==> config.mk <==
export PLATFORM = sky130hd
export DESIGN_NAME = tensor_operand_collector
export DESIGN_NICKNAME = d
export VERILOG_FILES = /design/src/design/tensor_pkg.sv /design/src/design/tensor_operand_collector.sv
export SDC_FILE = /design/constraint.sdc
export NUM_CORES = 2
export LEC_CHECK = 0
export BUFFER_PORTS_ARGS = -buffer_cell sky130_fd_sc_hd__buf_2
export CAP_MARGIN = 20
export CORE_AREA = 4 4 696 698
export DETAILED_ROUTE_END_ITERATION = 10
export DIE_AREA = 0 0 700 702
export GPL_ROUTABILITY_DRIVEN = 1
export PLACE_DENSITY_LB_ADDON = 0.05
export SETUP_SLACK_MARGIN = 0.2
export SLEW_MARGIN = 20
export SYNTH_ARGS = -nofsm -noshare
export SYNTH_HDL_FRONTEND = slang
export SYNTH_SLANG_ARGS = --single-unit
==> constraint.sdc <==
create_clock -name clk -period 34.1 [get_ports clk]
set_input_delay 0 -clock clk [delete_from_list [all_inputs] [get_ports clk]]
set_output_delay 0 -clock clk [all_outputs]
set_load 0.05 [all_outputs]
==> src/design/tensor_pkg.sv <==
package tensor_pkg;

    // lanes mapped onto one octet, and lanes in an A or B half
    localparam int octet_lanes = 8;
    localparam int half_lanes  = 4;

    // D tile is 4x4, k dimension is 2
    localparam int tile_dim = 4;

    // warp id field inside queued entries, wide enough for up to 256 warps
    localparam int wid_bits = 8;

    typedef logic [31:0] word_t;

    typedef word_t [octet_lanes-1:0] lane_vec_t;

    typedef word_t [half_lanes-1:0] half_vec_t;

    // indexed [row][col]
    typedef word_t [tile_dim-1:0][tile_dim-1:0] tile_t;

    typedef logic [1:0] step_t;

    typedef logic [wid_bits-1:0] wid_t;

    // second instruction's halves come from the operand bus,
    // first instruction's halves come from the per-warp buffer
    typedef struct packed {
        half_vec_t a_second;
        half_vec_t b_second;
        lane_vec_t c_second;
        half_vec_t a_first;
        half_vec_t b_first;
        lane_vec_t c_first;
        wid_t      wid;
    } pair_entry_t;

    typedef struct packed {
        tile_t d;
        wid_t  wid;
    } result_entry_t;

endpackage

==> src/design/tensor_operand_collector.sv <==
`timescale 1ns/1ps

module tensor_operand_collector
    import tensor_pkg::*;
#(
    parameter int num_warps = 4
) (
    input  logic                         clk,
    input  logic                         reset,
    input  logic                         operand_valid,
    input  logic [$clog2(num_warps)-1:0] operand_wid,
    input  step_t                        operand_step,
    input  logic                         operand_last,
    input  lane_vec_t                    operand_a,
    input  lane_vec_t                    operand_b,
    input  lane_vec_t                    operand_c,
    output logic                         operand_ready,
    input  logic                         queue_full,
    output logic                         push,
    output pair_entry_t                  entry
);

    localparam int wid_w = $clog2(num_warps);

    half_vec_t a_half;
    half_vec_t b_half;
    half_vec_t a_buf [num_warps];
    half_vec_t b_buf [num_warps];
    lane_vec_t c_buf [num_warps];
    logic      fire;
    logic      first_fire;

    // first-of-pair transfers are never queued, but they wait with the rest
    // so the bus sees a single ready
    assign operand_ready = !queue_full;
    assign fire          = operand_valid && operand_ready;
    assign first_fire    = fire && !operand_last;
    assign push          = fire && operand_last;

    // each threadgroup reads a 2x2 subtile of A
    // B is shared by both threadgroups, C is taken whole
    always_comb begin
        if (operand_step[0]) begin
            a_half = {operand_a[7:6], operand_a[3:2]};
        end else begin
            a_half = {operand_a[5:4], operand_a[1:0]};
        end
        if (operand_step[1]) begin
            b_half = operand_b[7:4];
        end else begin
            b_half = operand_b[3:0];
        end
    end

    // per-warp holding registers for the first instruction of a pair
    always_ff @(posedge clk) begin
        if (reset) begin
            for (int w = 0; w < num_warps; w++) begin
                a_buf[w] <= '0;
                b_buf[w] <= '0;
                c_buf[w] <= '0;
            end
        end else if (first_fire) begin
            a_buf[operand_wid] <= a_half;
            b_buf[operand_wid] <= b_half;
            c_buf[operand_wid] <= operand_c;
        end
    end

    // buffered halves are read in the same cycle the last instruction lands
    always_comb begin
        entry.a_second = a_half;
        entry.b_second = b_half;
        entry.c_second = operand_c;
        entry.a_first  = a_buf[operand_wid];
        entry.b_first  = b_buf[operand_wid];
        entry.c_first  = c_buf[operand_wid];
        entry.wid      = wid_t'(operand_wid[wid_w-1:0]);
    end

endmodule

==> results.yml <==
run_status:
  outcome: "finished, final reports clean"
grt:
  grt_pass1_vias: 66300
  gr-usage-all-layers_pct: 16.3
  grt_first_pass_wirelength_um: 570000
  grt_overflow: 0
  grt_antenna_before_repair: 57
  grt_max_degree: 151
critical_path:
  cp-end-kind: "register"
  critPathArrivalTime_ps: 6100
  cp_common_cell: "buf_4"
  crit_family: "buffers and inverters"
  startpoint_type: "input port"
  path_cells: "dlygate4sd3_1, buf_2, or4b_4, buf_4, buf_4, buf_12, buf_4, buf_4, buf_4, nor3_1"
  max_stage_delay_ps: 840
  path_class: "input port to register"
  slowest_stage: "buf_4"
  critPathBufInv: 8
  cp.required_ps: 34680
  cp_max_fo: 150
sta:
  slew_headroom_pct: 18.1
  setup_viol: 0
  finalCritPeriodShare_pct: 16.2
  min_period_ps: 5520
  slew_violations: 0
  rsz0062_at_grt: "no"
  hold_violations: 0
  worst_pin_slew_ps: 1230
  tns_ps: 0
  max_freq_mhz: 181
die:
  pin_count: 1811
  die_x_um: 700
  floorplan.initialDensity_pct: 19.4
  floorplan.die_area_mm2: 0.491
  die_height_um: 702
  rows: 254
  core_area_mm2: 0.478
routing:
  post_drt_via_cell_ratio: 4.14
  drt.antenna.violating_nets: 0
  drcViolationCount: 0
  drtIter0Drc: 3875
  first_pass_iters: 5
  vias: 62800
  routedWlPerCell_um: 27.4
  wl_um: 416000
pwr:
  p_seq_share_pct: 42.5
  p_total_mw: 6.97
  powerDensity_mw_per_mm2: 56.1
  net-switching-power_mw: 2.13
  pwr-share-clk_pct: 40.0
  p_int_mw: 4.84
  pwr-share-comb_pct: 17.5
  p_leak_nw: 44.6
  power.share.switching_pct: 30.5
  vdd_drop_max_mv: 0.0326
clock_network:
  post_cts.repair.setup_buffers: 0
  path_clk_slew_ps: 60
  tritoncts: "built"
  clock_sinks: 2048
  cts_buffer_depth: 4
  cts_made_buffers: 278
  cts_root_buf: "clkbuf_16"
  cts_max_level: 5
synth:
  synthDistinctLibCells: 19
  synth_common_cells: "edfxtp_1, nor3_1, inv_1"
  ys_ff_latch: 2048
  synth_area_leaders: "edfxtp_1, mux4_2, nor3_1"
  synth_most_common_cell: "edfxtp_1"
  synth_ff_type: "edfxtp_1"
  synth.avg_cell_area_um2: 15.0
  yosysTopAreaCell: "edfxtp_1"
  synth_top_area_share_pct: 66.4
  ys_warn_count: 0
  async_flop_share_pct: 0
  synth.cell_area_mm2: 0.0926
  yosysSeqAreaShare_pct: 66.4
  synth_edf_count: 2048
  postSynthCellCount: 6193
worst_hold_path:
  holdPathEnd: "c_buf[3][202]"
  min-delay-start: "operand_c[202]"
  hold_path.class: "input port to register"
  hold_depth: 4
placement:
  place.gp.congestion: 0.807
  hpwl_um: 278000
  dpl.cell_count: 13700
  place.port_buffers: 1804
finish:
  drive_gt1_share_pct: 34.3
  fin_cells: 15200
  fillCellCount: 49800
  multiInputGateArea_mm2: 0.0248
  syn2layout_area_growth_pct: 34.0
  nets: 9317
  fin_util_pct: 26.0
  ff_latch_area_mm2: 0.0615
flow_run:
  cap_violations: 0
==> sequential cells by signal, summed over array words and instances, names as in the netlist <==
| register | count |
|---|---|
| c_buf | 1024 |
| a_buf | 512 |
| b_buf | 512 |
==> layout make-up <==
type | instances | share of cell area (%)
Antenna cell | 15 | 0.0302
Clock buffer | 348 | 5.90
Clock inverter | 140 | 0.898
Inverter | 513 | 1.55
Multi-Input combinational cell | 2832 | 19.9
Sequential cell | 2048 | 49.5
Tap cell | 6400 | 6.45
Timing Repair Buffer | 2867 | 15.7
==> power by group through the flow <==
stage | Clock (mW) | Sequential (mW) | Combinational, mW
after global routing | 3.01 | 2.97 | 1.29
after global placement | 0 | 3.01 | 1.16
after floorplan | 0 | 3.11 | 0.732
after CTS | 2.90 | 2.96 | 1.26
after detailed placement | 0 | 3.01 | 1.16
final | 2.79 | 2.96 | 1.22
==> placed cells by master, fill, tap and decap left out <==
cell              n
nor3_2          170
nand2b_4          2
or4b_4            1
and3_1            1
conb_1            6
buf_12           14
diode_2          15
nor2_1          512
buf_4           137
nand4b_1          1
clkbuf_16       283
buf_8             3
clkinvlp_4        6
clkinv_2         22
edfxtp_1       2048
inv_1           513
buf_6             1
mux2i_1         246
clkinv_16         3
clkbuf_1         65
clkinv_8          9
mux4_2          512
or2_4             1
clkbuf_8          1
o21bai_4          4
nor3_1         1366
inv_16            5
mux2i_2          10
bufinv_16         9
buf_2          1800
inv_6             6
clkinv_1         80
dlygate4sd3_1   911
==> worst max-delay path by stage <==
stage | endpoint | startpoint | slack, ps | depth (start not counted)
CTS | entry[476] | operand_wid[0] | 28270 | 9
finish | c_buf[0][59] | reset | 28590 | 10
global route | entry[201] | operand_wid[0] | 28060 | 9
detailed placement | a_buf[1][112] | operand_wid[1] | 27830 | 10
floorplan | a_buf[2][0] | queue_full | 8100 | 6
global placement | a_buf[2][95] | operand_wid[1] | 27680 | 9
==> timing repair <==
action	4_1_cts	5_1_grt
endpoints found under the hold margin	2095	0
hold buffers	911	0
gates resized for setup	0	0
==> metrics by stage <==
stage	hold WS [ps]	worst slack, ps	instance area (um^2)
final	111	28590	124000
after global routing	34.1	28060	124000
after CTS	1.91	28270	124000
after detailed placement	304	27830	107000
after global placement	305	27680	107000
after floorplan	167	8100	92700
==> metal layers <==
metal	GRT usage, %	wire length [um]	part of all wire, %
met5	0	74	0.018
met4	3.70	10400	2.5
met3	3.80	25900	6.2
met2	28.4	208000	50
met1	20.5	172000	41
==> cell families after synthesis <==
group,share of synthesized area [%]
simple gates,11.3
compound gates,0.0324
buf+inv,7.02
mux,15.2
flops,66.4
other cells,0.00405
Power figures use the tool's default switching activity.
