===== src/design/tensor_pkg.sv =====
package tensor_pkg;

    // lanes mapped onto one octet, and lanes in an A or B half
    localparam int octet_lanes = 8;
    localparam int half_lanes  = 4;

    // D tile is 4x4, k dimension is 2
    localparam int tile_dim = 4;

    // warp id field inside queued entries, wide enough for up to 256 warps
    localparam int wid_bits = 8;

    typedef logic [31:0] word_t;

    typedef word_t [octet_lanes-1:0] lane_vec_t;

    typedef word_t [half_lanes-1:0] half_vec_t;

    // indexed [row][col]
    typedef word_t [tile_dim-1:0][tile_dim-1:0] tile_t;

    typedef logic [1:0] step_t;

    typedef logic [wid_bits-1:0] wid_t;

    // second instruction's halves come from the operand bus,
    // first instruction's halves come from the per-warp buffer
    typedef struct packed {
        half_vec_t a_second;
        half_vec_t b_second;
        lane_vec_t c_second;
        half_vec_t a_first;
        half_vec_t b_first;
        lane_vec_t c_first;
        wid_t      wid;
    } pair_entry_t;

    typedef struct packed {
        tile_t d;
        wid_t  wid;
    } result_entry_t;

endpackage


===== src/design/tensor_writeback.sv =====
`timescale 1ns/1ps

module tensor_writeback
    import tensor_pkg::*;
#(
    parameter int num_warps = 4
) (
    input  logic                         clk,
    input  logic                         reset,
    input  logic                         queue_empty,
    input  result_entry_t                result,
    output logic                         pop,
    output logic                         commit_valid,
    input  logic                         commit_ready,
    output logic [$clog2(num_warps)-1:0] commit_wid,
    output lane_vec_t                    commit_data
);

    localparam int wid_w = $clog2(num_warps);

    logic beat;
    logic fire;

    assign commit_valid = !queue_empty;
    assign fire         = commit_valid && commit_ready;
    // the tile leaves the queue once both beats are accepted
    assign pop          = fire && beat;
    assign commit_wid   = result.wid[wid_w-1:0];

    // 16 results over 8 lanes, beat 0 takes columns 0 and 2, beat 1 columns 1 and 3
    always_comb begin
        int col;
        col = beat ? 1 : 0;
        for (int h = 0; h < 2; h++) begin
            commit_data[4*h + 0] = result.d[2*h][col];
            commit_data[4*h + 1] = result.d[2*h + 1][col];
            commit_data[4*h + 2] = result.d[2*h][col + 2];
            commit_data[4*h + 3] = result.d[2*h + 1][col + 2];
        end
    end

    always_ff @(posedge clk) begin
        if (reset) begin
            beat <= 1'b0;
        end else if (fire) begin
            beat <= !beat;
        end
    end

endmodule


===== config.mk =====
export PLATFORM = sky130hd
export DESIGN_NAME = tensor_writeback
export DESIGN_NICKNAME = d
export VERILOG_FILES = /design/src/design/tensor_pkg.sv /design/src/design/tensor_writeback.sv
export SDC_FILE = /design/constraint.sdc
export NUM_CORES = 1
export LEC_CHECK = 0
export BUFFER_PORTS_ARGS = -buffer_cell sky130_fd_sc_hd__buf_2
export CAP_MARGIN = 20
export CORE_AREA = 5 5 299 301
export CTS_BUF_LIST = sky130_fd_sc_hd__clkbuf_4 sky130_fd_sc_hd__clkbuf_8 sky130_fd_sc_hd__clkbuf_16
export CTS_CLUSTER_SIZE = 30
export DETAILED_ROUTE_END_ITERATION = 10
export DIE_AREA = 0 0 304 306
export PLACE_DENSITY = 0.35
export SYNTH_ARGS = -nofsm -noshare
export SYNTH_HDL_FRONTEND = slang
export SYNTH_SLANG_ARGS = --single-unit

===== constraint.sdc =====
create_clock -name clk -period 1.4 [get_ports clk]
set_input_delay 0.14 -clock clk [delete_from_list [all_inputs] [get_ports clk]]
set_output_delay 0.14 -clock clk [all_outputs]
set_load 0.05 [all_outputs]

==> results_dict.tcl, run 1 <==
set metrics [dict create \
    report.final.slew_viol_count 0 \
    cp_max_fo 21 \
    postSynthNetCount 818 \
    worstReg2RegStart "beat" \
    drc 0 \
    relative_max_transition_margin 0.756 \
    max-cap-violations 0 \
    nets 1599 \
    hold_start "result[1]" \
    antenna_violations_before_repair 34 \
    num_rows 108 \
    design_power_total_w 0.00587 \
    top_level_ports 784 \
    postSynthRegisterBits 1 \
    placement.io_buffers 773 \
    violations_in_the_final_reports "negative setup slack" \
    timing_hold_violations_final 0 \
    hpwl_um 35900 \
    dpl_worst_slack_ps -120 \
    status "finished with violations" \
    grt_max_degree 30 \
    total_leakage_power_nw 5.10 \
    worst-setup-path-type "flop to output port" \
    clock_insertion_delay_worst_skew_ps 0 \
    post-route-min-period_ps 1480 \
    synth_compound_area_frac 0 \
    power_per_cell_area_mw_per_mm2 599 \
    post_route_cells_drive_above_1_share 0.995 \
    synth_largest_type_area_fraction 0.748 \
    synthesis.yosys.warnings 0 \
    vias_per_cell 2.57 \
    synthDistinctLibCells 11 \
    min_path_type "primary input to output port" \
    synth_top_area_cell "mux2_4" \
    chip_width_um 304 \
    ratio_of_final_minimum_period_to_clock_period 1.06 \
    grt_util_all_layers 0.0735 \
    fp.coreArea_mm2 0.0863 \
    crit_family "buffers and inverters" \
    worst_ep_required_time_ps 1260 \
    route.detailed.wl_per_inst_um 17.1 \
    synth_top_family_by_area "multiplexers" \
    critical_path.cell_chain "buf_12 > buf_16 > mux2_4 > buf_2" \
    setup_viol 233 \
    max-vdd-ir-drop_mv 0.280 \
    worst_ep_arrival_time_ps 1340 \
    post_synth.cell_area_avg_um2 13.7 \
    fraction_of_synthesized_cell_area_in_xor_and_xnor_cells 0 \
    grt_first_pass_wirelength_um 49100 \
    initial_utilization 0.0465 \
    synth_sequential_area_ratio 0.00499 \
    synthAdderAreaFrac 0 \
    drtAntennaViolNets 0 \
    most_common_library_cell_in_the_layout_ignoring_fill_and_taps "buf_2" \
    critical_path.startpoint_type "flop" \
    cp_slowest_cell "dfxtp_4" \
    syn_area_mm2 0.00402 \
    cell_area_after_layout_mm2 0.00981 \
    top_register "beat" \
    worst-slew-pin-transition_ps 366 \
    maxClockFrequency_mhz 673 \
    path_buf_inv 3 \
    yosys-top-cells-area "mux2_4 75%, mux2_2 16%, buf_6 6.5%, buf_8 0.75%, buf_2 0.50%" \
    dieArea_mm2 0.0930 \
    dp.cells 2221 \
    largestRegisters "beat x1" \
    rsz0062_at_grt "true" \
    gr-total-overflow 0 \
    area_growth_pct 144 \
    critical_path.max_stage_delay_ps 360 \
    finish.cell_count_without_fillers 2233 \
    worst_clock_skew_ps 0 \
    first_pass_iters 4 \
    mostFrequentLayoutCells "714 x buf_2, 206 x mux2_4, 53 x buf_6" \
    totalWireLength_um 38100 \
    holdBufCountCts 0 \
    worst_slack_ps -84.8 \
    first_global_vias 6211 \
    worst_setup_path_end_kind "output port" \
    detailroute.via_count 5736 \
    die-height_um 306 \
    placement.cell_area_mm2 0.00932 \
    post_synth_mux_area_share 0.908 \
    post_synth_and_or_nand_nor_area_fraction 0.00561 \
    drtIter0Drc 142 \
    place_congestion 0.830 \
    clk_pin_slew_worst_paths_ps 0 \
    synthCells 294 \
    flip_flop_count_of_the_largest_register_after_layout 1 \
    crit_path_start "beat" \
]
-- timing repair --
action | in CTS | in global routing
setup buffers | 2 | 4
cloned | 0 | 1
resized for setup | 107 | 19
setup endpoints to repair | 247 | 248
-- power by group --
group	total [W]	switching (W)	internal (W)
clock	0.000000000489	0	0.000000000489
sequential	0.0000355	0.00000418	0.0000313
combinational	0.00584	0.00358	0.00226
-- per-stage QoR --
step | hold WS [ps] | util | setup TNS (ps)
CTS | 280 | 0.112 | -14330
detailed placement | 280 | 0.108 | -16450
global route | 280 | 0.114 | -19040
floorplan | 362 | - | 0
finish | 280 | 0.114 | -8740
global placement | 280 | 0.108 | -15460
-- routing by layer --
metal	up-vias	part of all wire	track usage	wire length, um
met3	58	0.079	0.0168	3020
li1	2677	-	-	-
met2	492	0.53	0.146	20100
met1	2507	0.38	0.0832	14400
met5	-	0.00034	0	13
met4	2	0.016	0.00575	621
-- cells in the mapped netlist (all sizes together) --
cell type,number
dfxtp,1
buf,31
nor2,1
inv,1
mux2,257
nor2b,2
and2,1
-- worst register-to-register path, cell delays in order, from the launching register on --
cell	delay (ps)
dfxtp_4	360
buf_4	350
nor2_1	80
mux2_2	260
-- area by class of cell --
type / count / area (um^2)
sequential: 1 / 23.8
antenna: 5 / 12.5
multi-input combinational: 261 / 3690
tap: 1155 / 1450
timing repair buffer: 810 / 4640
fill: 9994 / 76500
inverter: 1 / 3.75
-- cells by family (layout without fill, tap and decap cells) --
logic type / Yosys count / in the layout
buffers and inverters: 32 / 811
muxes: 257 / 257
and+or+nand+nor: 4 / 4
DFF: 1 / 1
other: 0 / 5
-- worst paths after layout --
path	endpoint	slack [ps]	cells after the start
min reg2reg	beat	890	3
max	commit_data[203]	-80	4
max reg2reg	beat	230	3
min	commit_wid[1]	280	0
(Power assumes the default switching activity.)
==> run 2, diff against run 1 <==
--- a/config.mk
+++ b/config.mk
@@ -7,12 +7,13 @@
 export LEC_CHECK = 0
 export BUFFER_PORTS_ARGS = -buffer_cell sky130_fd_sc_hd__buf_2
 export CAP_MARGIN = 20
-export CORE_AREA = 5 5 299 301
+export CORE_AREA = 5 5 306 308
 export CTS_BUF_LIST = sky130_fd_sc_hd__clkbuf_4 sky130_fd_sc_hd__clkbuf_8 sky130_fd_sc_hd__clkbuf_16
 export CTS_CLUSTER_SIZE = 30
 export DETAILED_ROUTE_END_ITERATION = 10
-export DIE_AREA = 0 0 304 306
+export DIE_AREA = 0 0 311 313
 export PLACE_DENSITY = 0.35
+export SETUP_SLACK_MARGIN = 0.05
 export SYNTH_ARGS = -nofsm -noshare
 export SYNTH_HDL_FRONTEND = slang
 export SYNTH_SLANG_ARGS = --single-unit
==> constraint.sdc (replaced) <==
create_clock -name clk -period 1.8 [get_ports clk]
set_input_delay 0.18 -clock clk [delete_from_list [all_inputs] [get_ports clk]]
set_output_delay 0.18 -clock clk [all_outputs]
set_load 0.005 [all_outputs]
==> results_dict.tcl, run 2 (synthesis results as in run 1) <==
set metrics [dict create \
    postCtsResizedCells 0 \
    worst_ep_required_time_ps 1620 \
    design_power_total_w 0.00263 \
    dp.cells 2254 \
    drc 0 \
    area_growth_pct 134 \
    cp_slowest_cell "dfxtp_4" \
    top_register "beat" \
    grtUsageMet1 0.0760 \
    route.detailed.wl_per_inst_um 18.1 \
    drtIter0Drc 141 \
    total_leakage_power_nw 4.92 \
    max-vdd-ir-drop_mv 0.108 \
    maxClockFrequency_mhz 654 \
    nets 1594 \
    postLayoutCoreUtil 0.103 \
    vias_per_cell 2.55 \
    critical_path.cell_chain "buf_12 > buf_4 > mux2_4 > buf_2" \
    ratio_of_final_minimum_period_to_clock_period 0.850 \
    placement.cell_area_mm2 0.00938 \
    power.share.clock 0 \
    clk_pin_slew_worst_paths_ps 0 \
    power.switching_fraction 0.392 \
    status "finished clean" \
    top_level_ports 784 \
    worst-slew-pin-transition_ps 265 \
    grt_util_all_layers 0.0757 \
    first_global_vias 6175 \
    met2_usage 0.126 \
    initial_utilization 0.0442 \
    worst_ep_arrival_time_ps 1350 \
    antenna_violations_before_repair 49 \
    worst-setup-path-type "flop to output port" \
    timing_hold_violations_final 0 \
    placement.io_buffers 773 \
    cell_area_after_layout_mm2 0.00939 \
    holdBufCountCts 0 \
    cp_max_fo 26 \
    fillerInstances 10664 \
    path_buf_inv 3 \
    grt_first_pass_wirelength_um 51500 \
    cell_internal_pwr_w 0.00160 \
    post_cts_buffers 0 \
    top_usage_layer "met2" \
    num_rows 111 \
    hpwl_um 39100 \
    relative_max_transition_margin 0.823 \
    post_route_cells_drive_above_1_share 0.995 \
    min_path_type "primary input to output port" \
    report.final.slew_viol_count 0 \
    use_met3 0.0619 \
    worst_setup_path_end_kind "output port" \
    detailroute.via_count 5762 \
    drtAntennaViolNets 0 \
    comb_power_share 0.990 \
    most_common_library_cell_in_the_layout_ignoring_fill_and_taps "buf_2" \
    power_per_cell_area_mw_per_mm2 280 \
    die-height_um 313 \
    setup_viol 0 \
    switching_power_w 0.00103 \
    fp.coreArea_mm2 0.0908 \
    worst_clock_skew_ps 0 \
    rsz0062_at_grt "false" \
    place_congestion 0.810 \
    flip_flop_count_of_the_largest_register_after_layout 1 \
    critical_path.startpoint_type "flop" \
    grt_max_degree 27 \
    clock_insertion_delay_worst_skew_ps 0 \
    largestRegisters "beat x1" \
    post-route-min-period_ps 1530 \
    critical_path.max_stage_delay_ps 350 \
    chip_width_um 311 \
    gr-total-overflow 0 \
    crit_family "buffers and inverters" \
    finish.cell_count_without_fillers 2261 \
    pwr-share-seq 0.010 \
    first_pass_iters 4 \
    mostFrequentLayoutCells "773 x buf_2, 200 x mux2_4, 57 x mux2_2" \
    setup-tns-final_ps 0 \
    dieArea_mm2 0.0973 \
    max-cap-violations 0 \
    totalWireLength_um 40900 \
]
run 2: cell count changes in the layout (fill, tap and decap cells not counted):
cell       before  now
buf_4          31   25
diode_2         5    7
buf_8           2    0
mux2_2         51   57
clkbuf_4        2    0
buf_6          53    0
mux2_4        206  200
clkbuf_16       1    0
buf_12          4    7
buf_2         714  773
buf_16          3    0
run 2: layer usage:
metal | wire length, um | up-vias
met2 | 18400 | 498
met4 | 826 | 32
met1 | 14200 | 2474
met3 | 7360 | 90
met5 | 203 | -
li1 | - | 2668
run 2: cell type report:
type | instances | area, um^2 | area share
diodes | 7 | 17.5 | 0.00186
inverters | 1 | 3.75 | 0.000400
multi-input cells | 261 | 3670 | 0.390
flip-flops and latches | 1 | 23.8 | 0.00253
well taps | 1186 | 1480 | 0.158
repair buffers | 805 | 4200 | 0.447
run 2: final timing paths:
| check | start | to | slack (ps) | depth (start not counted) |
|---|---|---|---|---|
| min | result[0] | commit_wid[0] | 360 | 0 |
| max | beat | commit_data[172] | 270 | 4 |
| max reg2reg | beat | beat | 750 | 3 |
| min reg2reg | beat | beat | 830 | 3 |
run 2: worst reg2reg max path: stages, from the launching register on:
cell and delay [ps]:
dfxtp_4 340, buf_4 190, nor2b_1 140, mux2_2 260
run 2: metrics by stage:
step                      setup slack [ps]  hold WS [ps]
after floorplan                        584           387
after global placement                 266           360
after detailed placement               263           360
after CTS                              260           360
after global routing                   238           360
final                                  270           360
run 2: power by group through the flow:
stage | clock (W) | sequential [W] | combinational, W
floorplan | 0 | 0.0000251 | 0.00124
global placement | 0 | 0.0000277 | 0.00267
finish | 0.000000000517 | 0.0000275 | 0.00260
CTS | 0 | 0.0000276 | 0.00268
detailed placement | 0 | 0.0000276 | 0.00267
global route | 0.000000000299 | 0.0000279 | 0.00282
==> run 3, diff against run 2 <==
--- a/config.mk
+++ b/config.mk
@@ -7,11 +7,11 @@
 export LEC_CHECK = 0
 export BUFFER_PORTS_ARGS = -buffer_cell sky130_fd_sc_hd__buf_2
 export CAP_MARGIN = 20
-export CORE_AREA = 5 5 306 308
+export CORE_AREA = 5 5 299 301
 export CTS_BUF_LIST = sky130_fd_sc_hd__clkbuf_4 sky130_fd_sc_hd__clkbuf_8 sky130_fd_sc_hd__clkbuf_16
 export CTS_CLUSTER_SIZE = 30
 export DETAILED_ROUTE_END_ITERATION = 10
-export DIE_AREA = 0 0 311 313
+export DIE_AREA = 0 0 304 306
 export PLACE_DENSITY = 0.35
 export SETUP_SLACK_MARGIN = 0.05
 export SYNTH_ARGS = -nofsm -noshare
==> constraint.sdc (replaced) <==
create_clock -name clk -period 1.6 [get_ports clk]
set_input_delay 0.16 -clock clk [delete_from_list [all_inputs] [get_ports clk]]
set_output_delay 0.16 -clock clk [all_outputs]
set_load 0.005 [all_outputs]
==> results_dict.tcl, run 3 (synthesis results as in run 1) <==
set metrics [dict create \
    status "finished clean" \
    worst-setup-path-type "flop to output port" \
    chip_width_um 304 \
    rsz0062_at_grt "false" \
    critical_path.cell_chain "buf_4 > mux2_2 > buf_2" \
    rr_endpoint "beat" \
    holdBufCountCts 0 \
    gr-total-overflow 0 \
    cp_slowest_cell "mux2_2" \
    setup_viol 0 \
    first_pass_iters 6 \
    routed_length_on_met1_um 13500 \
    mostFrequentLayoutCells "773 x buf_2, 200 x mux2_4, 57 x mux2_2" \
    power_per_cell_area_mw_per_mm2 305 \
    worstReg2RegStart "beat" \
    critical_path.max_stage_delay_ps 420 \
    place_congestion 0.829 \
    setup-tns-final_ps 0 \
    relative_max_transition_margin 0.774 \
    worst_ep_arrival_time_ps 1290 \
    dieArea_mm2 0.0930 \
    max-cap-violations 0 \
    ratio_of_final_minimum_period_to_clock_period 0.907 \
    min_path_cells 0 \
    drc 0 \
    grt_first_pass_wirelength_um 48400 \
    detailroute.via_count 5736 \
    fp.coreArea_mm2 0.0863 \
    maxClockFrequency_mhz 689 \
    most_common_library_cell_in_the_layout_ignoring_fill_and_taps "buf_2" \
    largestRegisters "beat x1" \
    drtIter0Drc 150 \
    totalWireLength_um 37600 \
    post-route-min-period_ps 1450 \
    die-height_um 306 \
    first_global_vias 6185 \
    post_cts_buffers 0 \
    num_rows 108 \
    design_power_total_w 0.00286 \
    vias_per_cell 2.57 \
    worst_setup_path_end_kind "output port" \
    area_growth_pct 133 \
    grt_max_degree 28 \
    hold_start "result[1]" \
    top_register "beat" \
    total_leakage_power_nw 4.91 \
    placement.io_buffers 773 \
    crit_family "buffers and inverters" \
    wl_met3_um 3470 \
    postCtsResizedCells 0 \
    critical_path.startpoint_type "flop" \
    r2r_cells 4 \
    top_level_ports 784 \
    routed.top_layer "met5" \
    clk_pin_slew_worst_paths_ps 0 \
    whs_endpoint "commit_wid[1]" \
    clock_insertion_delay_worst_skew_ps 0 \
    rrSetupSlack_ps 420 \
    path_buf_inv 2 \
    max-vdd-ir-drop_mv 0.157 \
    report.final.slew_viol_count 0 \
    post_route_cells_drive_above_1_share 0.995 \
    cp_max_fo 27 \
    antenna_violations_before_repair 34 \
    initial_utilization 0.0465 \
    grt_util_all_layers 0.0726 \
    hpwl_um 35900 \
    worst_ep_required_time_ps 1440 \
    route.detailed.wl_per_inst_um 16.9 \
    worst_clock_skew_ps 0 \
    nets 1593 \
    timing_hold_violations_final 0 \
    worst-slew-pin-transition_ps 340 \
    min_path_type "primary input to output port" \
    flip_flop_count_of_the_largest_register_after_layout 1 \
    routed-wl-met2_um 20000 \
    drtAntennaViolNets 0 \
]
[run 3: final cells by class]
cell class                      instances  area, um^2
Multi-Input combinational cell        261        3670
Antenna cell                            6        15.0
Fill cell                           10020       77000
Tap cell                             1155        1450
Sequential cell                         1        23.8
Timing Repair Buffer                  804        4200
Inverter                                1        3.75
[run 3: worst max path at each step]
stage / startpoint / end / cells after the start
floorplan: beat / commit_data[100] / 4
global placement: beat / commit_data[1] / 3
detailed placement: beat / commit_data[98] / 4
CTS: beat / commit_data[98] / 4
global route: beat / commit_data[121] / 4
finish: beat / commit_data[1] / 3
[run 3: metal layers]
metal,track usage,up-vias
li1,-,2663
met3,0.0202,62
met4,0.00533,4
met1,0.0795,2512
met2,0.144,495
met5,0,-
[run 3: worst reg2reg max path: stages (launching register included)]
cell,delay [ps]
dfxtp_4,360
buf_12,160
buf_4,160
nor2b_1,120
mux2_2,260
[run 3: power breakdown]
part           switching, W  leakage (nW)     internal, W
combinational       0.00105          4.91         0.00177
clock                     0     0.0000380  0.000000000513
sequential       0.00000575       0.00892       0.0000274
total               0.00106          4.91         0.00180
[run 3: stage by stage]
stage	setup WS (ps)	area [um^2]	hold WS [ps]	util	std cells
floorplan	404	4020	347	-	294
global placement	102	9340	320	0.108	2222
detailed placement	87.1	9340	320	0.108	2222
CTS	84.6	9340	320	0.108	2222
global route	56.9	9350	320	0.108	2225
finish	148	9360	320	0.108	2228
