[src/design/tensor_queue.sv]
`timescale 1ns/1ps

module tensor_queue #(
    parameter type payload_t = logic,
    parameter int  depth     = 4
) (
    input  logic     clk,
    input  logic     reset,
    input  logic     push,
    input  logic     pop,
    input  payload_t data_in,
    output payload_t data_out,
    output logic     empty,
    output logic     full
);

    localparam int ptr_w = (depth > 1) ? $clog2(depth) : 1;
    localparam int cnt_w = $clog2(depth + 1);

    payload_t         mem [depth];
    logic [ptr_w-1:0] rd_ptr;
    logic [ptr_w-1:0] wr_ptr;
    logic [cnt_w-1:0] count;
    logic             do_push;
    logic             do_pop;

    // pointers wrap at depth, which need not be a power of two
    function automatic logic [ptr_w-1:0] next_ptr(input logic [ptr_w-1:0] ptr);
        if (ptr == ptr_w'(depth - 1)) begin
            return '0;
        end else begin
            return ptr + 1'b1;
        end
    endfunction

    assign empty    = (count == '0);
    assign full     = (count == cnt_w'(depth));
    assign do_push  = push && !full;
    assign do_pop   = pop && !empty;
    assign data_out = mem[rd_ptr];

    always_ff @(posedge clk) begin
        if (do_push) begin
            mem[wr_ptr] <= data_in;
        end
    end

    always_ff @(posedge clk) begin
        if (reset) begin
            rd_ptr <= '0;
            wr_ptr <= '0;
            count  <= '0;
        end else begin
            if (do_push) begin
                wr_ptr <= next_ptr(wr_ptr);
            end
            if (do_pop) begin
                rd_ptr <= next_ptr(rd_ptr);
            end
            case ({do_push, do_pop})
                2'b10:   count <= count + 1'b1;
                2'b01:   count <= count - 1'b1;
                default: count <= count;
            endcase
        end
    end

endmodule

[config.mk]
export PLATFORM = sky130hd
export DESIGN_NAME = tensor_queue
export DESIGN_NICKNAME = d
export VERILOG_FILES = /design/src/design/tensor_queue.sv
export SDC_FILE = /design/constraint.sdc
export NUM_CORES = 1
export LEC_CHECK = 0
export BUFFER_PORTS_ARGS = -buffer_cell sky130_fd_sc_hd__buf_2
export CAP_MARGIN = 20
export CELL_PAD_IN_SITES_DETAIL_PLACEMENT = 1
export CELL_PAD_IN_SITES_GLOBAL_PLACEMENT = 2
export CORE_ASPECT_RATIO = 1.1
export CORE_MARGIN = 2
export CORE_UTILIZATION = 38
export CTS_CLUSTER_DIAMETER = 60
export DETAILED_ROUTE_END_ITERATION = 10
export GPL_TIMING_DRIVEN = 0
export PLACE_DENSITY = 0.81
export SYNTH_ARGS = -nofsm -noshare
export SYNTH_HDL_FRONTEND = slang
export SYNTH_SLANG_ARGS = --single-unit
[constraint.sdc]
create_clock -name clk -period 3.4 [get_ports clk]
set_input_delay 0.34 -clock clk [delete_from_list [all_inputs] [get_ports clk]]
set_output_delay 0.34 -clock clk [all_outputs]
set_load 0.02 [all_outputs]
==> reports/metrics.cfg, run 1 <==
[clock_network]
clkSlewWorstSetupHoldPaths_ps=70
root_buffer=clkbuf_4
cts.sinks=13
clk_latency_ps=270
clockBufferDepth=2
cts.hold.buffers_added=0
h-tree-depth=1
post_cts_buffers=0
cts_resized=0
cts_tree=yes
numCtsBuffers=3

[yosys]
synth_top_area_frac=0.276
synth_cell_types=22
synthCells=57
synthArstFlopShare=0
synth_commonest_cells=9 x dfxtp_1, 7 x inv_1, 6 x ha_1
synth_ff_type=dfxtp_1
synth_area_per_cell_um2=11.4
synth_top_area_cell=dfxtp_1
synth_edf_count=4
seq_area_frac_synth=0.461
synth.most_common_cell=dfxtp_1
ys_seq_elements=13
synth_area_um2=652
synth.area.top_cells=dfxtp_1 28%, edfxtp_1 18%, ha_1 12%
syn_nets=69
yosysWarnings=0

[final_layout]
diodes=0
drive_above_1_share=0.224
final_nets=80
syn_to_final_growth_pct=11.9

[die]
rows=15
die_area_um2=2060
initial_utilization=0.409
core-area_um2=1600
chipHeight_um=47.4
io_pins=8
die_x_um=43.5

[timing]
timing.hold.ws_ps=288
relSlewSlack=0.742
final.setup_skew_ps=6.52
finalHoldViolations=0
setup_viol=0
setup_tns_ps=0
min_period_ps=2120
rsz0062_at_grt=no
maxSlewViolCount=0
worst_pin_slew_ps=386
period_share=0.624
fmax_ghz=0.471

[worst_setup_path]
critical_path_buf_inv_count=2
criticalPathCategory=register to register
start_kind=register
arrival_ps=2320
critPathMaxStageDelay_ps=420
critPathSlowestCell=dfxtp_1
worstPathRequired_ps=3600
critPathMaxFanout=7
path_cells=nor3b_4 -> nor2b_4 -> inv_1 -> ha_1 -> inv_1 -> fa_1 -> xor2_1 -> or3_1 -> a21oi_1
cp-end-kind=register
path_delay_family=simple AND/OR/NAND/NOR gates
crit_top_cell=inv_1
rrSetupSlack_ps=1280

[grt]
grt_pass1_vias=398
antenna_found_initial=0
grt_overflow_total=0
grt_pass1_wl_mm=1.68
grt_max_degree=10
track_usage=0.111

[placed_design]
dpl.hpwl_um=789
gp_congestion=0.670
io_buffers=6

[pwr]
power.total_uw=498
p_per_area_nw_per_um2=683
peakVddDrop_uv=313
leakagePower_nw=0.315

[routing]
ant_nets=0
drtIter0Drc=0
post_drt_wl_per_cell_um=11.2
wirelength_um=938
drc=0
dr.pass1.iters=1
routed_via_density=4.83
num_vias=406

[run_status]
status=finished clean

[flow_run]
cap_violations=0

[worst_hold_path]
hp-class=input pin to register

==> logic make-up (layout without fill, tap and decap cells) <==
family / count (synthesis) / after routing / synth area share
AOI/OAI and AO/OA: 5 / 5 / 0.0557
xor gates and xnor gates: 2 / 2 / 0.0269
and+or+nand+nor: 18 / 18 / 0.177
DFF: 13 / 13 / 0.461
adders and majority gates: 7 / 7 / 0.146
buffers and inverters: 8 / 18 / 0.0461
muxes: 4 / 4 / 0.0883
==> layout by cell type (no fill, tap or decap), types with 3 or more instances in the layout <==
master | netlist | routed
edfxtp_1 | 4 | 4
clkbuf_4 | 0 | 3
ha_1 | 6 | 6
dfxtp_1 | 9 | 9
inv_1 | 7 | 7
and2_1 | 4 | 4
nor2_1 | 5 | 5
buf_2 | 0 | 6
==> report_power, final <==
group | leakage (nW) | switching [mW] | internal (mW)
registers | 0.110 | 0.0338 | 0.194
logic | 0.189 | 0.0963 | 0.0847
clock network | 0.0150 | 0.0440 | 0.0453
==> worst register-to-register path, stage by stage (launching register included) <==
cell and delay [ps]:
dfxtp_1 420, nor3b_4 270, nor2b_4 90, inv_1 60, ha_1 180, inv_1 60, fa_1 370, xor2_1 160
or3_1 300, a21oi_1 140
==> stage by stage <==
stage               setup WS (ps)  instance area [µm²]  utilization  std cells
finish                       1280                  729        0.457         84
floorplan                    1290                  652            -         57
global route                 1070                  729        0.457         84
CTS                          1250                  729        0.457         84
detailed placement           1270                  703        0.441         80
global placement             1330                  703        0.441         80
==> metal layers <==
layer	vias to the layer above	share of wire	track usage
li1	208	-	-
met4	0	0.0043	0.0182
met3	2	0.041	0.0453
met2	5	0.51	0.188
met5	-	0	0
met1	191	0.44	0.139
==> final timing paths <==
check                                             from                endpoint  cells after the start
worst max-delay path             count[2]$_SDFFE_PP0P_   count[2]$_SDFFE_PP0P_                      9
worst min-delay path                           data_in        mem[2]$_DFFE_PP_                      1
worst max register to register   count[2]$_SDFFE_PP0P_   count[2]$_SDFFE_PP0P_                      9
worst min register to register  rd_ptr[0]$_SDFFE_PP0N_  rd_ptr[0]$_SDFFE_PP0N_                      2
==> cell type report <==
class	instances	area, µm²
Sequential cell	13	300
Tap cell	17	21.3
Fill cell	187	866
Inverter	7	26.3
Clock buffer	4	26.3
Multi-Input combinational cell	36	322
Buffer	1	3.75
Timing Repair Buffer	6	30.0
No activity file was read; power rests on OpenSTA's default activity.
==> run 2: changes to the inputs <==
--- a/config.mk
+++ b/config.mk
@@ -5,17 +5,18 @@
 export SDC_FILE = /design/constraint.sdc
 export NUM_CORES = 1
 export LEC_CHECK = 0
+export ABC_AREA = 1
 export BUFFER_PORTS_ARGS = -buffer_cell sky130_fd_sc_hd__buf_2
 export CAP_MARGIN = 20
 export CELL_PAD_IN_SITES_DETAIL_PLACEMENT = 1
 export CELL_PAD_IN_SITES_GLOBAL_PLACEMENT = 2
 export CORE_ASPECT_RATIO = 1.1
 export CORE_MARGIN = 2
-export CORE_UTILIZATION = 38
+export CORE_UTILIZATION = 29
 export CTS_CLUSTER_DIAMETER = 60
 export DETAILED_ROUTE_END_ITERATION = 10
 export GPL_TIMING_DRIVEN = 0
-export PLACE_DENSITY = 0.81
+export PLACE_DENSITY = 0.73
 export SYNTH_ARGS = -nofsm -noshare
 export SYNTH_HDL_FRONTEND = slang
 export SYNTH_SLANG_ARGS = --single-unit
==> constraint.sdc (replaced) <==
create_clock -name clk -period 1.9 [get_ports clk]
set_input_delay 0.19 -clock clk [delete_from_list [all_inputs] [get_ports clk]]
set_output_delay 0.19 -clock clk [all_outputs]
set_load 0.02 [all_outputs]
==> reports/metrics.cfg, run 2 <==
[yosys]
synthCells=82  ; was 57
yosysWarnings=0  ; unchanged
synth_cell_types=18  ; was 22
synth_top_area_cell=dfxtp_1  ; unchanged
synth_area_per_cell_um2=8.44  ; was 11.4 µm²
synthArstFlopShare=0  ; unchanged
synth.most_common_cell=inv_1  ; was dfxtp_1
synth_area_um2=692  ; was 652 µm²
synth.area.top_cells=dfxtp_1 26%, edfxtp_1 17%, ha_1 11%  ; was dfxtp_1 28%, edfxtp_1 18%, ha_1 12%
syn_nets=94  ; was 69
synth_edf_count=4  ; unchanged
synth_commonest_cells=18 x inv_1, 14 x nor2_1, 9 x dfxtp_1  ; was 9 x dfxtp_1, 7 x inv_1, 6 x ha_1
ys_seq_elements=13  ; unchanged
seq_area_frac_synth=0.434  ; was 0.461
synth_ff_type=dfxtp_1  ; unchanged
synth_top_area_frac=0.260  ; was 0.276

[routing]
drc=0  ; unchanged
wirelength_mm=1.28  ; was 938 µm
ant_nets=0  ; unchanged
post_drt_wl_per_cell_um=10.1  ; was 11.2 µm
num_vias=543  ; was 406
dr.pass1.iters=2  ; was 1
routed_via_density=4.31  ; was 4.83
drtIter0Drc=7  ; was 0

[clock_network]
cts.hold.buffers_added=0  ; unchanged
clockBufferDepth=2  ; unchanged
numCtsBuffers=3  ; unchanged
clk_latency_ps=280  ; was 270 ps
cts.sinks=13  ; unchanged
clkSlewWorstSetupHoldPaths_ps=80  ; was 70 ps
root_buffer=clkbuf_4  ; unchanged
cts_tree=yes  ; unchanged
h-tree-depth=1  ; unchanged

[worst_setup_path]
cp-end-kind=register  ; unchanged
worstPathRequired_ps=2080  ; was 3600 ps
criticalPathCategory=register to register  ; unchanged
critPathMaxFanout=5  ; was 7
path_delay_family=adder cells  ; was simple AND/OR/NAND/NOR gates
path_cells=nor2_4 -> nand2_4 -> inv_1 -> nor2_1 -> ha_2 -> inv_1 -> fa_1 -> inv_1 -> nand2_1 -> nand3_1 -> nand2_1 -> inv_1 -> nor2_1  ; was nor3b_4 -> nor2b_4 -> inv_1 -> ha_1 -> inv_1 -> fa_1 -> xor2_1 -> or3_1 -> a21oi_1
critical_path_buf_inv_count=4  ; was 2
critPathMaxStageDelay_ps=390  ; was 420 ps
start_kind=register  ; unchanged
arrival_ps=1930  ; was 2320 ps
crit_top_cell=inv_1  ; unchanged
critPathSlowestCell=fa_1  ; was dfxtp_1

[die]
die_area_um2=2790  ; was 2060 µm²
core-area_um2=2250  ; was 1600 µm²
die_x_um=50.6  ; was 43.5 µm
io_pins=8  ; unchanged
initial_utilization=0.307  ; was 0.409
chipHeight_um=55.2  ; was 47.4 µm
rows=18  ; was 15

[final_layout]
fin_util=0.367  ; was 0.457
final_common_cell=inv_1  ; was dfxtp_1
drive_above_1_share=0.271  ; was 0.224
fin_cells=126  ; was 84
syn_to_final_growth_pct=19.5  ; was 11.9%
diodes=0  ; unchanged
final_nets=109  ; was 80
final_cell_mix=18 x inv_1, 14 x nor2_1, 7 x nand2_1, 7 x buf_2, 6 x dfxtp_1  ; was 9 x dfxtp_1, 7 x inv_1, 6 x ha_1, 6 x buf_2, 5 x nor2_1
fill_cells=286  ; was 187

[timing]
min_period_ps=1740  ; was 2120 ps
relSlewSlack=0.851  ; was 0.742
setup_tns_ps=0  ; unchanged
fmax_ghz=0.573  ; was 0.471 GHz
finalHoldViolations=0  ; unchanged
final.setup_skew_ps=4.31  ; was 6.52 ps
period_share=0.918  ; was 0.624
maxSlewViolCount=0  ; unchanged
setup_viol=0  ; unchanged
worst_pin_slew_ps=223  ; was 386 ps

[placed_design]
io_buffers=7  ; was 6
gp_congestion=0.672  ; was 0.670
place_inst=119  ; was 80
dpl.hpwl_um=962  ; was 789 µm

[pwr]
p_comb_frac=0.458  ; was 0.363
p_per_area_nw_per_um2=1340  ; was 683 nW/µm²
seqPwrFrac=0.387  ; was 0.458
intPower_uw=651  ; was 324 µW
leakagePower_nw=0.403  ; was 0.315 nW
clkPwrFrac=0.155  ; was 0.179
p_sw_frac=0.413  ; was 0.349
peakVddDrop_uv=570  ; was 313 µV
p_switching_uw=458  ; was 174 µW

[grt]
grt_pass1_wl_mm=2.13  ; was 1.68 mm
grt_pass1_vias=501  ; was 398
grt_max_degree=8  ; was 10
antenna_found_initial=0  ; unchanged
grt_overflow_total=0  ; unchanged
track_usage=0.103  ; was 0.111

[flow_run]
cap_violations=0  ; unchanged

[run_status]
status=finished clean  ; unchanged

[worst_hold_path]
hp-class=input pin to register  ; unchanged

[run 2: path summary, 6_finish.rpt]
check / cells past startpoint / endpoint / from / slack [ps]
hold reg to reg: 1 / count[0]$_SDFFE_PP0P_ / count[0]$_SDFFE_PP0P_ / 470
setup / recovery: 13 / count[2]$_SDFFE_PP0P_ / count[1]$_SDFFE_PP0P_ / 160
hold / removal: 1 / mem[2]$_DFFE_PP_ / data_in / 130
setup reg to reg: 13 / count[2]$_SDFFE_PP0P_ / count[1]$_SDFFE_PP0P_ / 160
[run 2: cell families (layout without fill, tap and decap cells)]
group                    Yosys count  in the layout  synth area share
flip-flops                        13             13             0.434
buffers and inverters             18             32            0.0976
adder cells (fa/ha/maj)            7              7             0.137
AND/OR/NAND/NOR                   34             34             0.259
AO/OA/AOI/OAI                     10             10            0.0723
[run 2: timing repair]
| action | 4_1_cts | 5_1_grt |
|---|---|---|
| setup endpoints to repair | 0 | 1 |
| resized for setup | 0 | 6 |
| setup buffers | 0 | 3 |
[run 2: power groups by stage]
stage	Combinational, mW	Sequential [mW]	Clock [mW]
2_1_floorplan	0.360	0.417	0
3_3_place_gp	0.453	0.428	0
3_5_place_dp	0.466	0.429	0
4_1_cts	0.469	0.423	0.178
5_1_grt	0.579	0.441	0.194
6_report	0.508	0.429	0.171
[run 2: layout make-up]
class / count / area (µm²) / share of cell area
Timing Repair Buffer: 10 / 57.6 / 0.0696
Inverter: 18 / 67.6 / 0.0817
Tap cell: 30 / 37.5 / 0.0454
Multi-Input combinational cell: 51 / 332 / 0.401
Clock buffer: 4 / 26.3 / 0.0318
Sequential cell: 13 / 307 / 0.371
[run 2: routing by layer]
metal  track usage  share of wire  vias to the layer above
met5             0              0                        -
li1              -              -                      281
met1         0.119           0.43                      249
met3        0.0243          0.031                        5
met4        0.0811          0.032                        0
met2         0.158           0.51                        8
[run 2: stage by stage]
step	total power [mW]	worst slack, ps	instance area, µm²	hold WS [ps]
finish	1.11	156	827	129
global route	1.21	-1.89	827	117
global placement	0.881	116	764	409
floorplan	0.777	167	692	289
detailed placement	0.895	91.2	764	415
CTS	1.07	67.4	791	125
==> run 3: changes to the inputs <==
--- a/config.mk
+++ b/config.mk
@@ -10,13 +10,13 @@
 export CAP_MARGIN = 20
 export CELL_PAD_IN_SITES_DETAIL_PLACEMENT = 1
 export CELL_PAD_IN_SITES_GLOBAL_PLACEMENT = 2
-export CORE_ASPECT_RATIO = 1.1
+export CORE_ASPECT_RATIO = 0.75
 export CORE_MARGIN = 2
-export CORE_UTILIZATION = 29
+export CORE_UTILIZATION = 35
 export CTS_CLUSTER_DIAMETER = 60
 export DETAILED_ROUTE_END_ITERATION = 10
 export GPL_TIMING_DRIVEN = 0
-export PLACE_DENSITY = 0.73
+export PLACE_DENSITY = 0.82
 export SYNTH_ARGS = -nofsm -noshare
 export SYNTH_HDL_FRONTEND = slang
 export SYNTH_SLANG_ARGS = --single-unit
==> constraint.sdc (replaced) <==
create_clock -name clk -period 2.1 [get_ports clk]
set_input_delay 0.21 -clock clk [delete_from_list [all_inputs] [get_ports clk]]
set_output_delay 0.21 -clock clk [all_outputs]
set_load 0.02 [all_outputs]
==> reports/metrics.cfg, run 3 (same netlist as run 2, synthesis figures left out) <==
[timing]
final.setup_skew_ps=1.50  ; was 4.31 ps
min_period_ps=1810  ; was 1740 ps
setup_viol=0  ; unchanged
fmax_ghz=0.553  ; was 0.573 GHz
worst_slack_ps=290  ; was 156 ps
finalHoldViolations=0  ; unchanged
setup_tns_ps=0  ; unchanged
maxSlewViolCount=0  ; unchanged
rsz0062_at_grt=no
worst_pin_slew_ps=236  ; was 223 ps
relSlewSlack=0.843  ; was 0.851
period_share=0.862  ; was 0.918

[clock_network]
post_cts_buffers=0  ; unchanged
clkSlewWorstSetupHoldPaths_ps=80  ; about the same
cts.hold.buffers_added=0  ; unchanged
h-tree-depth=1  ; unchanged
cts.sinks=13  ; unchanged
numCtsBuffers=3  ; unchanged
root_buffer=clkbuf_4  ; unchanged
clockBufferDepth=2  ; unchanged
clk_latency_ps=280  ; about the same
cts_tree=yes  ; unchanged
cts_resized=0  ; unchanged

[grt]
top_usage_layer=met2  ; unchanged
grt_pass1_vias=510  ; was 501
grt_pass1_wl_mm=2.20  ; was 2.13 mm
grt_max_degree=8  ; unchanged
track_usage=0.124  ; was 0.103
gr-usage-met1=0.132  ; was 0.119
met2_usage=0.212  ; was 0.158
grt_use_met3=0.0648  ; was 0.0243
grt_overflow_total=0  ; unchanged
antenna_found_initial=0  ; unchanged

[routing]
wirelength_mm=1.19  ; was 1.28 mm
drc=0  ; unchanged
post_drt_wl_per_cell_um=10.3  ; was 10.1 µm
routed_via_density=4.44  ; was 4.31
ant_nets=0  ; unchanged
num_vias=511  ; was 543
dr.pass1.iters=3  ; was 2
drtIter0Drc=12  ; was 7

[pwr]
p_per_area_nw_per_um2=1220  ; was 1340 nW/µm²
p_switching_uw=401  ; was 458 µW
intPower_uw=555  ; was 651 µW
peakVddDrop_uv=544  ; was 570 µV
clkPwrFrac=0.165  ; was 0.155
seqPwrFrac=0.400  ; was 0.387
p_comb_frac=0.434  ; was 0.458
leakagePower_nw=0.387  ; was 0.403 nW
p_sw_frac=0.419  ; was 0.413

[worst_setup_path]
arrival_ps=2030  ; was 1930 ps
crit_top_cell=inv_1  ; unchanged
cp-end-kind=register  ; unchanged
critPathMaxFanout=5  ; unchanged
path_delay_family=adder cells  ; unchanged
path_cells=inv_1 -> nand2_2 -> inv_1 -> nor2_1 -> ha_1 -> inv_1 -> fa_1 -> nand2_1 -> nand3_1 -> nand2_1 -> inv_1 -> nor2_1  ; was nor2_4 -> nand2_4 -> inv_1 -> nor2_1 -> ha_2 -> inv_1 -> fa_1 -> inv_1 -> nand2_1 -> nand3_1 -> nand2_1 -> inv_1 -> nor2_1
critPathSlowestCell=dfxtp_1  ; was fa_1
critPathMaxStageDelay_ps=410  ; was 390 ps
start_kind=register  ; unchanged
criticalPathCategory=register to register  ; unchanged
worstPathRequired_ps=2320  ; was 2080 ps
critical_path_buf_inv_count=4  ; unchanged

[placed_design]
io_buffers=7  ; unchanged
dpl.hpwl_um=962  ; about the same
gp_congestion=0.665  ; was 0.672
dp_slack_ps=277  ; was 91.2 ps

[worst_hold_path]
hp-class=input pin to register  ; unchanged

[die]
die_area_um2=2350  ; was 2790 µm²
chipHeight_um=42.5  ; was 55.2 µm
rows=13  ; was 18
initial_utilization=0.387  ; was 0.307
die_x_um=55.3  ; was 50.6 µm
io_pins=8  ; unchanged
core-area_um2=1790  ; was 2250 µm²

[final_layout]
final_cell_mix=18 x inv_1, 14 x nor2_1, 9 x dfxtp_1  ; was 18 x inv_1, 14 x nor2_1, 7 x nand2_1, 7 x buf_2, 6 x dfxtp_1
final_common_cell=inv_1  ; unchanged
syn_to_final_growth_pct=12.8  ; was 19.5%
diodes=0  ; unchanged
fill_cells=239  ; was 286
drive_above_1_share=0.204  ; was 0.271
final_nets=106  ; was 109

[flow_run]
cap_violations=0  ; unchanged

[run_status]
status=finished clean  ; unchanged

[run 3: cell types whose count changed in the layout (fill, tap and decap cells not counted), sizes merged]
cell  delta
buf      -3
[run 3: layout make-up]
| type | instances | area [µm²] | area share |
|---|---|---|---|
| inverter | 18 | 67.6 | 0.0865 |
| clock buffer | 4 | 26.3 | 0.0337 |
| timing repair buffer | 7 | 35.0 | 0.0449 |
| sequential | 13 | 300 | 0.385 |
| tap | 22 | 27.5 | 0.0353 |
| multi-input combinational | 51 | 324 | 0.415 |
[run 3: layer usage]
layer,share of wire,wire length [µm]
met1,0.47,555
met5,0,0
met4,0.0084,10
met3,0.051,61
met2,0.47,561
[run 3: power groups by stage]
stage                     Combinational [mW]  Clock, mW  Sequential [mW]
after global placement                 0.411          0            0.387
after global routing                   0.490      0.184            0.393
after floorplan                        0.326          0            0.377
final                                  0.415      0.158            0.383
after detailed placement               0.425          0            0.391
after CTS                              0.427      0.169            0.385
[run 3: metrics by stage]
stage | total power, mW | cell area (µm²) | hold WS, ps | std cells | utilization
after detailed placement | 0.815 | 754 | 437 | 111 | 0.422
after global routing | 1.07 | 781 | 126 | 115 | 0.436
after floorplan | 0.703 | 692 | 309 | 82 | -
after CTS | 0.981 | 781 | 132 | 115 | 0.436
final | 0.956 | 781 | 149 | 115 | 0.436
after global placement | 0.798 | 754 | 424 | 111 | 0.422
[run 3: worst paths after layout]
check / to / depth (start not counted) / slack (ps) / startpoint
worst min-delay path: mem[3]$_DFFE_PP_ / 1 / 150 / data_in
worst max-delay path: count[2]$_SDFFE_PP0P_ / 12 / 290 / count[2]$_SDFFE_PP0P_
worst max register to register: count[2]$_SDFFE_PP0P_ / 12 / 290 / count[2]$_SDFFE_PP0P_
worst min register to register: count[0]$_SDFFE_PP0P_ / 1 / 520 / count[0]$_SDFFE_PP0P_
